File: config.mk
export PLATFORM = sky130hd
export DESIGN_NAME = serdes_test_top
export DESIGN_NICKNAME = d
export VERILOG_FILES = /design/src/source/serdes_test_pkg.sv /design/src/source/pattern_serializer.sv /design/src/source/word_deserializer.sv /design/src/source/link_checker.sv /design/src/source/serdes_test_top.sv
export SDC_FILE = /design/constraint.sdc
export NUM_CORES = 1
export LEC_CHECK = 0
export BUFFER_PORTS_ARGS = -buffer_cell sky130_fd_sc_hd__buf_2
export CORE_MARGIN = 2
export CORE_UTILIZATION = 54
export CTS_CLUSTER_SIZE = 12
export DETAILED_ROUTE_END_ITERATION = 10
export PLACE_DENSITY = 0.85
export SYNTH_ARGS = -nofsm -noshare
export SYNTH_HDL_FRONTEND = slang
export SYNTH_SLANG_ARGS = --single-unit
export TNS_END_PERCENT = 5
File: constraint.sdc
create_clock -name CLK -period 1.5 [get_ports CLK]
set_input_delay 0.225 -clock CLK [delete_from_list [all_inputs] [get_ports CLK]]
set_output_delay 0.225 -clock CLK [all_outputs]
set_load 0.1 [all_outputs]
File: src/source/serdes_test_pkg.sv
`default_nettype none

package serdes_test_pkg;

    // Word geometry of the link
    localparam int WORD_BITS = 8;

    typedef logic [WORD_BITS-1:0] word_t;
    typedef logic [2:0]           bit_cnt_t;

    // Pattern source, x^8+x^6+x^5+x^4+1 in Fibonacci form
    localparam word_t LFSR_SEED = 8'h01;
    localparam word_t LFSR_TAPS = 8'hB8;

    // Lock acquisition thresholds
    localparam logic [2:0] LOCK_COUNT = 3'd4;
    localparam logic [1:0] SLIP_HOLD  = 2'd2;

    // Received-word counter bit shown on the heartbeat lamp
    localparam int BEAT_BIT = 5;

    typedef enum logic [1:0] {
        HUNT   = 2'd0,
        HOLD   = 2'd1,
        LOCKED = 2'd2,
        FAILED = 2'd3
    } check_state_e;

    // Successor of a word in the pattern sequence
    // The feedback bit is the parity of the tapped bits and enters at the LSB
    function automatic word_t lfsr_next(input word_t cur);
        logic fb;
        fb = ^(cur & LFSR_TAPS);
        return {cur[WORD_BITS-2:0], fb};
    endfunction

endpackage

`default_nettype wire

File: src/source/pattern_serializer.sv
`timescale 1ns/1ps
`default_nettype none

module pattern_serializer (
    input  wire  CLK,
    input  wire  rst_n,
    input  wire  clear,
    output logic ser_out
);

    // Word currently on the line, kept whole for computing its successor
    serdes_test_pkg::word_t word_q;

    // Output shift register, MSB goes out first
    serdes_test_pkg::word_t shift_q;

    // Position of the bit on the line within the current word
    serdes_test_pkg::bit_cnt_t cnt_q;

    serdes_test_pkg::word_t next_word;
    logic                   last_bit;

    assign next_word = serdes_test_pkg::lfsr_next(word_q);
    assign last_bit  = (cnt_q == serdes_test_pkg::bit_cnt_t'(serdes_test_pkg::WORD_BITS - 1));

    always_ff @(posedge CLK or negedge rst_n) begin
        if (!rst_n) begin
            cnt_q <= '0;
        end else if (clear) begin
            cnt_q <= '0;
        end else begin
            // Counter wraps naturally at the word boundary
            cnt_q <= cnt_q + 3'd1;
        end
    end

    always_ff @(posedge CLK or negedge rst_n) begin
        if (!rst_n) begin
            word_q <= serdes_test_pkg::LFSR_SEED;
        end else if (clear) begin
            word_q <= serdes_test_pkg::LFSR_SEED;
        end else if (last_bit) begin
            word_q <= next_word;
        end
    end

    always_ff @(posedge CLK or negedge rst_n) begin
        if (!rst_n) begin
            shift_q <= serdes_test_pkg::LFSR_SEED;
        end else if (clear) begin
            shift_q <= serdes_test_pkg::LFSR_SEED;
        end else if (last_bit) begin
            // Next word follows the last bit with no gap
            shift_q <= next_word;
        end else begin
            shift_q <= {shift_q[serdes_test_pkg::WORD_BITS-2:0], 1'b0};
        end
    end

    assign ser_out = shift_q[serdes_test_pkg::WORD_BITS-1];

endmodule

`default_nettype wire

File: src/source/word_deserializer.sv
`timescale 1ns/1ps
`default_nettype none

module word_deserializer (
    input  wire                    CLK,
    input  wire                    rst_n,
    input  wire                    clear,
    input  wire                    ser_in,
    input  wire                    slip,
    output serdes_test_pkg::word_t word,
    output logic                   word_tick
);

    // Sampled bits, newest at the LSB so the first bit ends up as MSB
    serdes_test_pkg::word_t shift_q;

    serdes_test_pkg::bit_cnt_t cnt_q;
    logic                      tick_q;
    logic                      boundary;

    // A slip holds the counter for one sample, so it never lands on a boundary
    assign boundary = (cnt_q == serdes_test_pkg::bit_cnt_t'(serdes_test_pkg::WORD_BITS - 1))
                      && !slip;

    always_ff @(posedge CLK) begin
        shift_q <= {shift_q[serdes_test_pkg::WORD_BITS-2:0], ser_in};
    end

    always_ff @(posedge CLK or negedge rst_n) begin
        if (!rst_n) begin
            cnt_q <= '0;
        end else if (clear) begin
            cnt_q <= '0;
        end else if (!slip) begin
            cnt_q <= cnt_q + 3'd1;
        end
    end

    // Strobe appears together with the completed word in the shift register
    always_ff @(posedge CLK or negedge rst_n) begin
        if (!rst_n) begin
            tick_q <= 1'b0;
        end else if (clear) begin
            tick_q <= 1'b0;
        end else begin
            tick_q <= boundary;
        end
    end

    assign word      = shift_q;
    assign word_tick = tick_q;

endmodule

`default_nettype wire

File: src/source/link_checker.sv
`timescale 1ns/1ps
`default_nettype none

module link_checker (
    input  wire                    CLK,
    input  wire                    rst_n,
    input  wire                    clear,
    input  serdes_test_pkg::word_t word,
    input  wire                    word_tick,
    output logic                   slip,
    output logic                   led_ok,
    output logic                   led_beat
);

    serdes_test_pkg::check_state_e state_q;
    serdes_test_pkg::check_state_e state_d;

    serdes_test_pkg::word_t prev_q;
    logic [2:0]             good_cnt_q;
    logic [2:0]             good_cnt_d;
    logic [1:0]             hold_cnt_q;
    logic [1:0]             hold_cnt_d;
    logic                   slip_q;
    logic                   slip_d;
    logic [serdes_test_pkg::BEAT_BIT:0] beat_cnt_q;

    logic good;

    // A word is good only if it follows the previous one; all-zero never is
    assign good = (word != '0) && (word == serdes_test_pkg::lfsr_next(prev_q));

    always_comb begin
        state_d    = state_q;
        good_cnt_d = good_cnt_q;
        hold_cnt_d = hold_cnt_q;
        slip_d     = 1'b0;

        if (word_tick) begin
            case (state_q)
                serdes_test_pkg::HUNT: begin
                    if (!good) begin
                        slip_d     = 1'b1;
                        good_cnt_d = '0;
                        hold_cnt_d = '0;
                        state_d    = serdes_test_pkg::HOLD;
                    end else if (good_cnt_q == serdes_test_pkg::LOCK_COUNT - 3'd1) begin
                        state_d = serdes_test_pkg::LOCKED;
                    end else begin
                        good_cnt_d = good_cnt_q + 3'd1;
                    end
                end
                serdes_test_pkg::HOLD: begin
                    // Let the deserializer settle on the new boundary
                    if (hold_cnt_q == serdes_test_pkg::SLIP_HOLD - 2'd1) begin
                        state_d = serdes_test_pkg::HUNT;
                    end else begin
                        hold_cnt_d = hold_cnt_q + 2'd1;
                    end
                end
                serdes_test_pkg::LOCKED: begin
                    if (!good) begin
                        state_d = serdes_test_pkg::FAILED;
                    end
                end
                default: begin
                    // FAILED stays until reset or clear
                    state_d = serdes_test_pkg::FAILED;
                end
            endcase
        end
    end

    always_ff @(posedge CLK or negedge rst_n) begin
        if (!rst_n) begin
            state_q    <= serdes_test_pkg::HUNT;
            good_cnt_q <= '0;
            hold_cnt_q <= '0;
            slip_q     <= 1'b0;
        end else if (clear) begin
            state_q    <= serdes_test_pkg::HUNT;
            good_cnt_q <= '0;
            hold_cnt_q <= '0;
            slip_q     <= 1'b0;
        end else begin
            state_q    <= state_d;
            good_cnt_q <= good_cnt_d;
            hold_cnt_q <= hold_cnt_d;
            slip_q     <= slip_d;
        end
    end

    // Previous word is tracked in every state, held words included
    always_ff @(posedge CLK or negedge rst_n) begin
        if (!rst_n) begin
            prev_q <= '0;
        end else if (clear) begin
            prev_q <= '0;
        end else if (word_tick) begin
            prev_q <= word;
        end
    end

    always_ff @(posedge CLK or negedge rst_n) begin
        if (!rst_n) begin
            beat_cnt_q <= '0;
        end else if (clear) begin
            beat_cnt_q <= '0;
        end else if (word_tick) begin
            beat_cnt_q <= beat_cnt_q + 1'b1;
        end
    end

    assign slip     = slip_q;
    assign led_ok   = (state_q == serdes_test_pkg::LOCKED);
    assign led_beat = beat_cnt_q[serdes_test_pkg::BEAT_BIT];

endmodule

`default_nettype wire

File: src/source/serdes_test_top.sv
`timescale 1ns/1ps
`default_nettype none

module serdes_test_top (
    input  wire  CLK,
    input  wire  rst_n,
    input  wire  clear,
    input  wire  ser_in,
    output logic ser_out,
    output logic led_ok,
    output logic led_beat
);

    // Receive path between deserializer and checker
    serdes_test_pkg::word_t word;
    logic                   word_tick;
    logic                   slip;

    pattern_serializer u_pattern_serializer (
        .CLK     (CLK),
        .rst_n   (rst_n),
        .clear   (clear),
        .ser_out (ser_out)
    );

    word_deserializer u_word_deserializer (
        .CLK       (CLK),
        .rst_n     (rst_n),
        .clear     (clear),
        .ser_in    (ser_in),
        .slip      (slip),
        .word      (word),
        .word_tick (word_tick)
    );

    link_checker u_link_checker (
        .CLK       (CLK),
        .rst_n     (rst_n),
        .clear     (clear),
        .word      (word),
        .word_tick (word_tick),
        .slip      (slip),
        .led_ok    (led_ok),
        .led_beat  (led_beat)
    );

endmodule

`default_nettype wire

After elaboration in Yosys (flattened, before gate mapping)
Cells that the tools add are included.
{ "totals": {"regBits": 53, "latch_bits": 0, "mem_bits_rw": 0, "romBits": 0, "output_inout_bits": 3, "wordCells": 78, "memories": 0} }
{ "op_classes": {"n_addsub": 5, "mul": 0, "div_mod_pow": 0, "n_lt_le_gt_ge": 0, "eq_ne": 14, "shift": 0, "n_mux": 33, "n_bitwise": 0, "reduce_logical": 14} }
{ "op_table": {"columns": ["operator", "count"], "rows": [
  ["8-bit two-way mux", 6],
  ["3-bit two-way mux", 8],
  ["2-bit two-way mux", 10],
  ["8-bit parity", 2],
  ["6-bit two-way mux", 2],
  ["3-bit != test (second input constant)", 4],
  ["3-bit by 1-bit adder with 3-bit output (second input constant)", 3],
  ["8-bit == test", 1],
  ["4-bit AND reduction", 2],
  ["8-bit nonzero test", 1],
  ["6-bit by 1-bit adder with 6-bit output (second input constant)", 1],
  ["3-bit == test (second input constant)", 2],
  ["2-bit case mux with 3 select lines", 1],
  ["2-bit nonzero test", 3],
  ["1-bit two-way mux", 5],
  ["2-bit by 1-bit == test with 1-bit output (second input constant)", 2],
  ["4-bit != test (second input constant)", 1],
  ["2-bit case mux with 2 select lines", 1],
  ["3-bit by 2-bit == test with 1-bit output (second input constant)", 1],
  ["3-bit by 2-bit != test with 1-bit output (second input constant)", 1],
  ["3-bit AND reduction", 1],
  ["3-bit nonzero test", 1],
  ["2-bit by 1-bit adder with 2-bit output (second input constant)", 1],
  ["2-bit == test (second input constant)", 1],
  ["other kinds (4)", 5]
]} }

Logic depth before layout (Yosys ltp)
{ "depth": {"depth_word": 7, "depth_mapped": 7} }

Cells and area by module
From an unflattened synthesis, not the netlist that was laid out.
{ "unflattened": {"cells_unflattened": 204, "hier_area_um2": 2274.7} }
{ "by_module_without_submodules": {"columns": ["mod", "n_inst", "cells_per_inst", "area_each_um2"], "rows": [
  ["link_checker", 1, 113, 1198.6],
  ["pattern_serializer", 1, 70, 743.2],
  ["word_deserializer", 1, 21, 332.8]
]} }

Least setup slack after synthesis
No wires, ideal clock.
{ "synth_path": {"path_type": "flip-flop to output port", "from": "register u_link_checker.state_q[0]", "to": "output led_ok", "arrival_time_ns": 1.751, "required_ns": 1.275, "slack_ns": -0.476, "path_stages_with_launch": 2, "path_cell_list": "dfrtp_1 nor2b_1"} }
{ "synth_via": {"elab_chain_cells": 1} }
{ "synth_lines": {"columns": ["item", "line", "rtl"], "rows": [
  ["from (decl)", "link_checker.sv:15", "serdes_test_pkg::check_state_e state_q;"],
  ["from (signal assigned)", "link_checker.sv:75", "state_q <= serdes_test_pkg::HUNT;"],
  ["from (signal assigned)", "link_checker.sv:80", "state_q <= serdes_test_pkg::HUNT;"],
  ["from (signal assigned)", "link_checker.sv:85", "state_q <= state_d;"],
  ["2-bit == test", "link_checker.sv:114", "assign led_ok = (state_q == serdes_test_pkg::LOCKED);"],
  ["to (decl)", "serdes_test_top.sv:10", "output logic led_ok,"]
]} }
No other way between the ends.

Worst setup path after layout
{ "layout_path": {"from": "register u_link_checker.prev_q[5]", "to": "register u_link_checker.good_cnt_q[0]"} }
{ "layout_via": {"elab_chain_cells": 7} }
{ "layout_lines": {"columns": ["item", "line", "rtl"], "rows": [
  ["from (decl)", "link_checker.sv:18", "serdes_test_pkg::word_t prev_q;"],
  ["from (signal assigned)", "link_checker.sv:99", "prev_q <= word;"],
  ["8-bit parity", "serdes_test_pkg.sv:33", "fb = ^(cur & LFSR_TAPS);"],
  ["8-bit == test *", "link_checker.sv:30", "assign good = (word != '0) && (word == serdes_test_pkg::lfsr_next(prev_q));"],
  ["1-bit logical AND *", "link_checker.sv:30", null],
  ["3-bit two-way mux", "link_checker.sv:41", "if (!good) begin"],
  ["3-bit two-way mux", "link_checker.sv:39", "case (state_q)"],
  ["3-bit two-way mux", "link_checker.sv:38", "if (word_tick) begin"],
  ["3-bit two-way mux", "link_checker.sv:79", "end else if (clear) begin"],
  ["to (signal assigned)", "link_checker.sv:86", "good_cnt_q <= good_cnt_d;"],
  ["to (decl)", "link_checker.sv:19", "logic [2:0] good_cnt_q;"]
]} }
Mark *: on every way between the ends. The rest lies on a longest branch, timed or not. The select of a mux whose other input is x is not followed.
A chain may end at the register's enable or synchronous reset.

==> flow_metrics.tcl <==
set metrics [dict create \
    power_switching_share_pct 22.4 \
    use_met1_pct 22.4 \
    hold_path.class "input pin to flip-flop" \
    core_sq_um 3970 \
    final_antenna_net_count 0 \
    num_vias 1455 \
    outcome "complete, but fails checks" \
    avgRoutedWirePerCell_um 13.3 \
    crit_path_max_fanout 3 \
    wl_mm 3.68 \
    syn_nets 216 \
    die_height_um 68.2 \
    cts_root_buf "clkbuf_8" \
    arrival_ns 1.77 \
    grt-busiest-layer "met2" \
    drv_slew 0 \
    hold_viol 0 \
    pwr-share-clk_pct 32.1 \
    synth_warnings 0 \
    dieArea_sq_um 4650 \
    pwr-share-comb_pct 5.4 \
    grt-ovfl-total 0 \
    timing.fmax_mhz 653 \
    initial_core_util_pct 56.1 \
    syn_inst 204 \
    cp.required_ns 1.74 \
    nNetsFinal 238 \
    syn_area_per_cell_sq_um 10.9 \
    clk_transition_reported_paths_ns 0.09 \
    path_cells "xnor3_1 -> xnor2_2 -> nand4_1 -> a21o_1 -> a21oi_2" \
    cpPeakStageDelay_ns 0.40 \
    drtIter0Drc 89 \
    synth_cell_type_count 34 \
    cts_buffer_depth 2 \
    fin_skew_ns 0.00835 \
    antenna_cells 0 \
    crit_buf_inv 0 \
    cts_max_level 2 \
    path_delay_family "XOR/XNOR gates" \
    io-pin-count 7 \
    reg2reg_from "u_link_checker.prev_q[5]$_DFFE_PN0N_" \
    ff2ff_setup_slack_ns -0.03 \
    drive_gt1_share_pct 19.8 \
    die_w_um 68.2 \
    gp_congestion 0.738 \
    dr.pass1.iters 4 \
    ys_seq_area_share_pct 57.9 \
    antenna_found_initial 0 \
    post-cts-setup-buffer-count 0 \
    portBuffers 6 \
    vdd_drop_max_mv 0.688 \
    reg2reg_depth 5 \
    dp_slack_ns -0.0824 \
    p_leak_nw 1.17 \
    grtUsageMet3_pct 6.09 \
    first_global_vias 1374 \
    switching_power_mw 0.530 \
    power_frac_seq_pct 62.5 \
    cts_tree "yes" \
    synth_seq_cells 53 \
    timing.final.ws_setup_ns -0.0311 \
    clock_latency_ns 0.30 \
    min_period_ns 1.53 \
    use_met2_pct 28.6 \
    cap_violations 0 \
    slew_headroom_pct 68.0 \
    crit_type "flip-flop to flip-flop" \
    slowest_stage "dfrtp_1" \
    crit_path_start "u_link_checker.prev_q[5]$_DFFE_PN0N_" \
    crit_cells 5 \
    r2r-end "u_link_checker.good_cnt_q[0]$_DFFE_PN0P_" \
    area_delta_synth_final_pct 16.2 \
    synthesis.area_sq_um 2230 \
    timing.final.crit_share_pct 102 \
    setup_violations 4 \
    rsz0062_at_grt "yes" \
    vias_per_cell 5.25 \
    dpl.hpwl_mm 2.61 \
    power.density_nw_per_um2 913 \
    cts.sinks 53 \
    numCtsBuffers 5 \
    violations "setup timing" \
    grt_max_degree 22 \
    hold_ws_ns 0.0315 \
    fin_tns_setup_ns -0.0681 \
    track_usage_pct 18.2 \
    drcViolationCount 0 \
    num_rows 23 \
    crit_path_end "u_link_checker.good_cnt_q[0]$_DFFE_PN0P_" \
    p_int_mw 1.83 \
    tightest_slew_ns 0.483 \
    endpoint_kind "flip-flop" \
    grt_first_pass_wirelength_mm 6.05 \
    critPathLaunchType "flip-flop" \
]
[registers in the layout (all words and copies together) (netlist names)]
name,count
u_link_checker.hold_cnt_q,2
u_word_deserializer.word_tick,1
u_pattern_serializer.word_q,8
u_link_checker.beat_cnt_q,6
u_link_checker.good_cnt_q,3
u_word_deserializer.word,8
u_link_checker.state_q,2
u_pattern_serializer.cnt_q,3
u_link_checker.slip,1
u_word_deserializer.cnt_q,3
u_link_checker.prev_q,8
u_pattern_serializer.shift_q,8
[cells by family after synthesis]
family | after synthesis | synth area share [%]
and+or+nand+nor | 69 | 13.8
DFF | 53 | 57.9
AOI/OAI and AO/OA | 30 | 8.15
xor gates and xnor gates | 18 | 7.70
buffers and inverters | 14 | 2.64
muxes | 12 | 5.39
adders and majority gates | 8 | 4.49
[layout by cell type, fill, tap and decap left out, drive strengths merged]
master,count
a2bb2oi,1
a41oi,1
a21o,3
a21oi,19
nand4,3
xnor2,5
dfrtp,43
nor2,23
a22oi,1
clkinv,2
nand2,28
nor3b,1
a31oi,1
mux2i,12
clkbuf,6
or3,2
ha,8
inv,4
o21ai,1
and4,1
xor2,12
dfstp,2
a22o,1
nor4,3
dlygate4sd3,1
dfxtp,8
xnor3,1
a311oi,1
nor2b,4
o22ai,1
buf,24
nor3,3
or3b,1
[worst reg2reg max path, stage by stage, from the launching register on]
cell and delay [ns]:
dfrtp_1 0.40, xnor3_1 0.38, xnor2_2 0.17, nand4_1 0.20
a21o_1 0.22, a21oi_2 0.10
[synthesized netlist by cell type]
master     number  share of area [%]
a21o_1          3                1.0
nor4_1          3               0.84
nand2_1        28                4.7
a2bb2oi_1       1               0.39
clkbuf_1        7                1.2
ha_1            8                4.5
dfxtp_1         8                7.2
nor3_1          3               0.67
clkbuf_2        1               0.22
a311oi_1        1               0.39
dfrtp_1        43                 48
a21oi_2         1               0.39
a22oi_1         1               0.34
nor3b_1         1               0.34
xnor2_1         5                2.0
a41oi_1         1               0.39
nand4_1         3               0.84
o21ai_0         1               0.22
nor2_1         23                3.9
a31oi_1         1               0.28
nor2b_1         4                1.1
a22o_1          1               0.39
dfstp_2         2                2.4
buf_2           1               0.22
and4_1          1               0.39
xnor3_1         1                1.0
buf_4           1               0.34
or3_1           2               0.56
inv_1           4               0.67
o22ai_1         1               0.28
mux2i_1        12                5.4
a21oi_1        18                4.0
xor2_1         12                4.7
or3b_1          1               0.39
[power by group through the flow]
stage / logic [mW] / clock network, mW / registers, mW
5_1_grt: 0.145 / 0.857 / 1.48
3_3_place_gp: 0.117 / 0 / 1.50
2_1_floorplan: 0.0620 / 0 / 1.50
4_1_cts: 0.129 / 0.796 / 1.48
6_report: 0.127 / 0.758 / 1.48
3_5_place_dp: 0.121 / 0 / 1.51
[metrics by stage]
stage / std cells / power [mW] / util, % / cell area [sq um]
after floorplan: 204 / 1.57 / - / 2230
after global placement: 268 / 1.62 / 61.5 / 2440
after global routing: 277 / 2.48 / 65.2 / 2590
after detailed placement: 268 / 1.63 / 61.5 / 2440
after CTS: 277 / 2.40 / 64.7 / 2570
final: 277 / 2.36 / 65.2 / 2590
[timing repair]
action,in CTS,in global routing
hold buffers,1,0
resized for setup,8,5
endpoints found under the setup margin,7,9
pin swaps,6,2
endpoints found under the hold margin,13,0
[routing by layer]
| metal | part of all wire, % | vias to the layer above |
|---|---|---|
| met1 | 47 | 710 |
| met3 | 2.9 | 5 |
| met5 | 0 | - |
| li1 | - | 726 |
| met4 | 2.0 | 0 |
| met2 | 48 | 14 |
[worst min-delay path by stage]
stage | from | to | cells past startpoint | slack, ns
finish | ser_in | u_word_deserializer.word[0]$_DFF_P_ | 1 | 0.03
global route | ser_in | u_word_deserializer.word[0]$_DFF_P_ | 1 | 0.02
CTS | ser_in | u_word_deserializer.word[0]$_DFF_P_ | 1 | 0.009
detailed placement | rst_n | u_link_checker.beat_cnt_q[0]$_DFFE_PN0N_ | 1 | 0.16
global placement | rst_n | u_link_checker.beat_cnt_q[0]$_DFFE_PN0N_ | 1 | 0.16
floorplan | rst_n | u_link_checker.beat_cnt_q[0]$_DFFE_PN0N_ | 0 | -0.07
[final cells by class]
cell class / count / area, sq um
sequential: 53 / 1290
tap: 50 / 62.6
timing repair buffer: 25 / 206
fill: 322 / 1380
inverter: 4 / 15.0
clock buffer: 6 / 72.6
multi-input combinational: 137 / 931
clock inverter: 2 / 10.0
(Power assumes the default switching activity.)
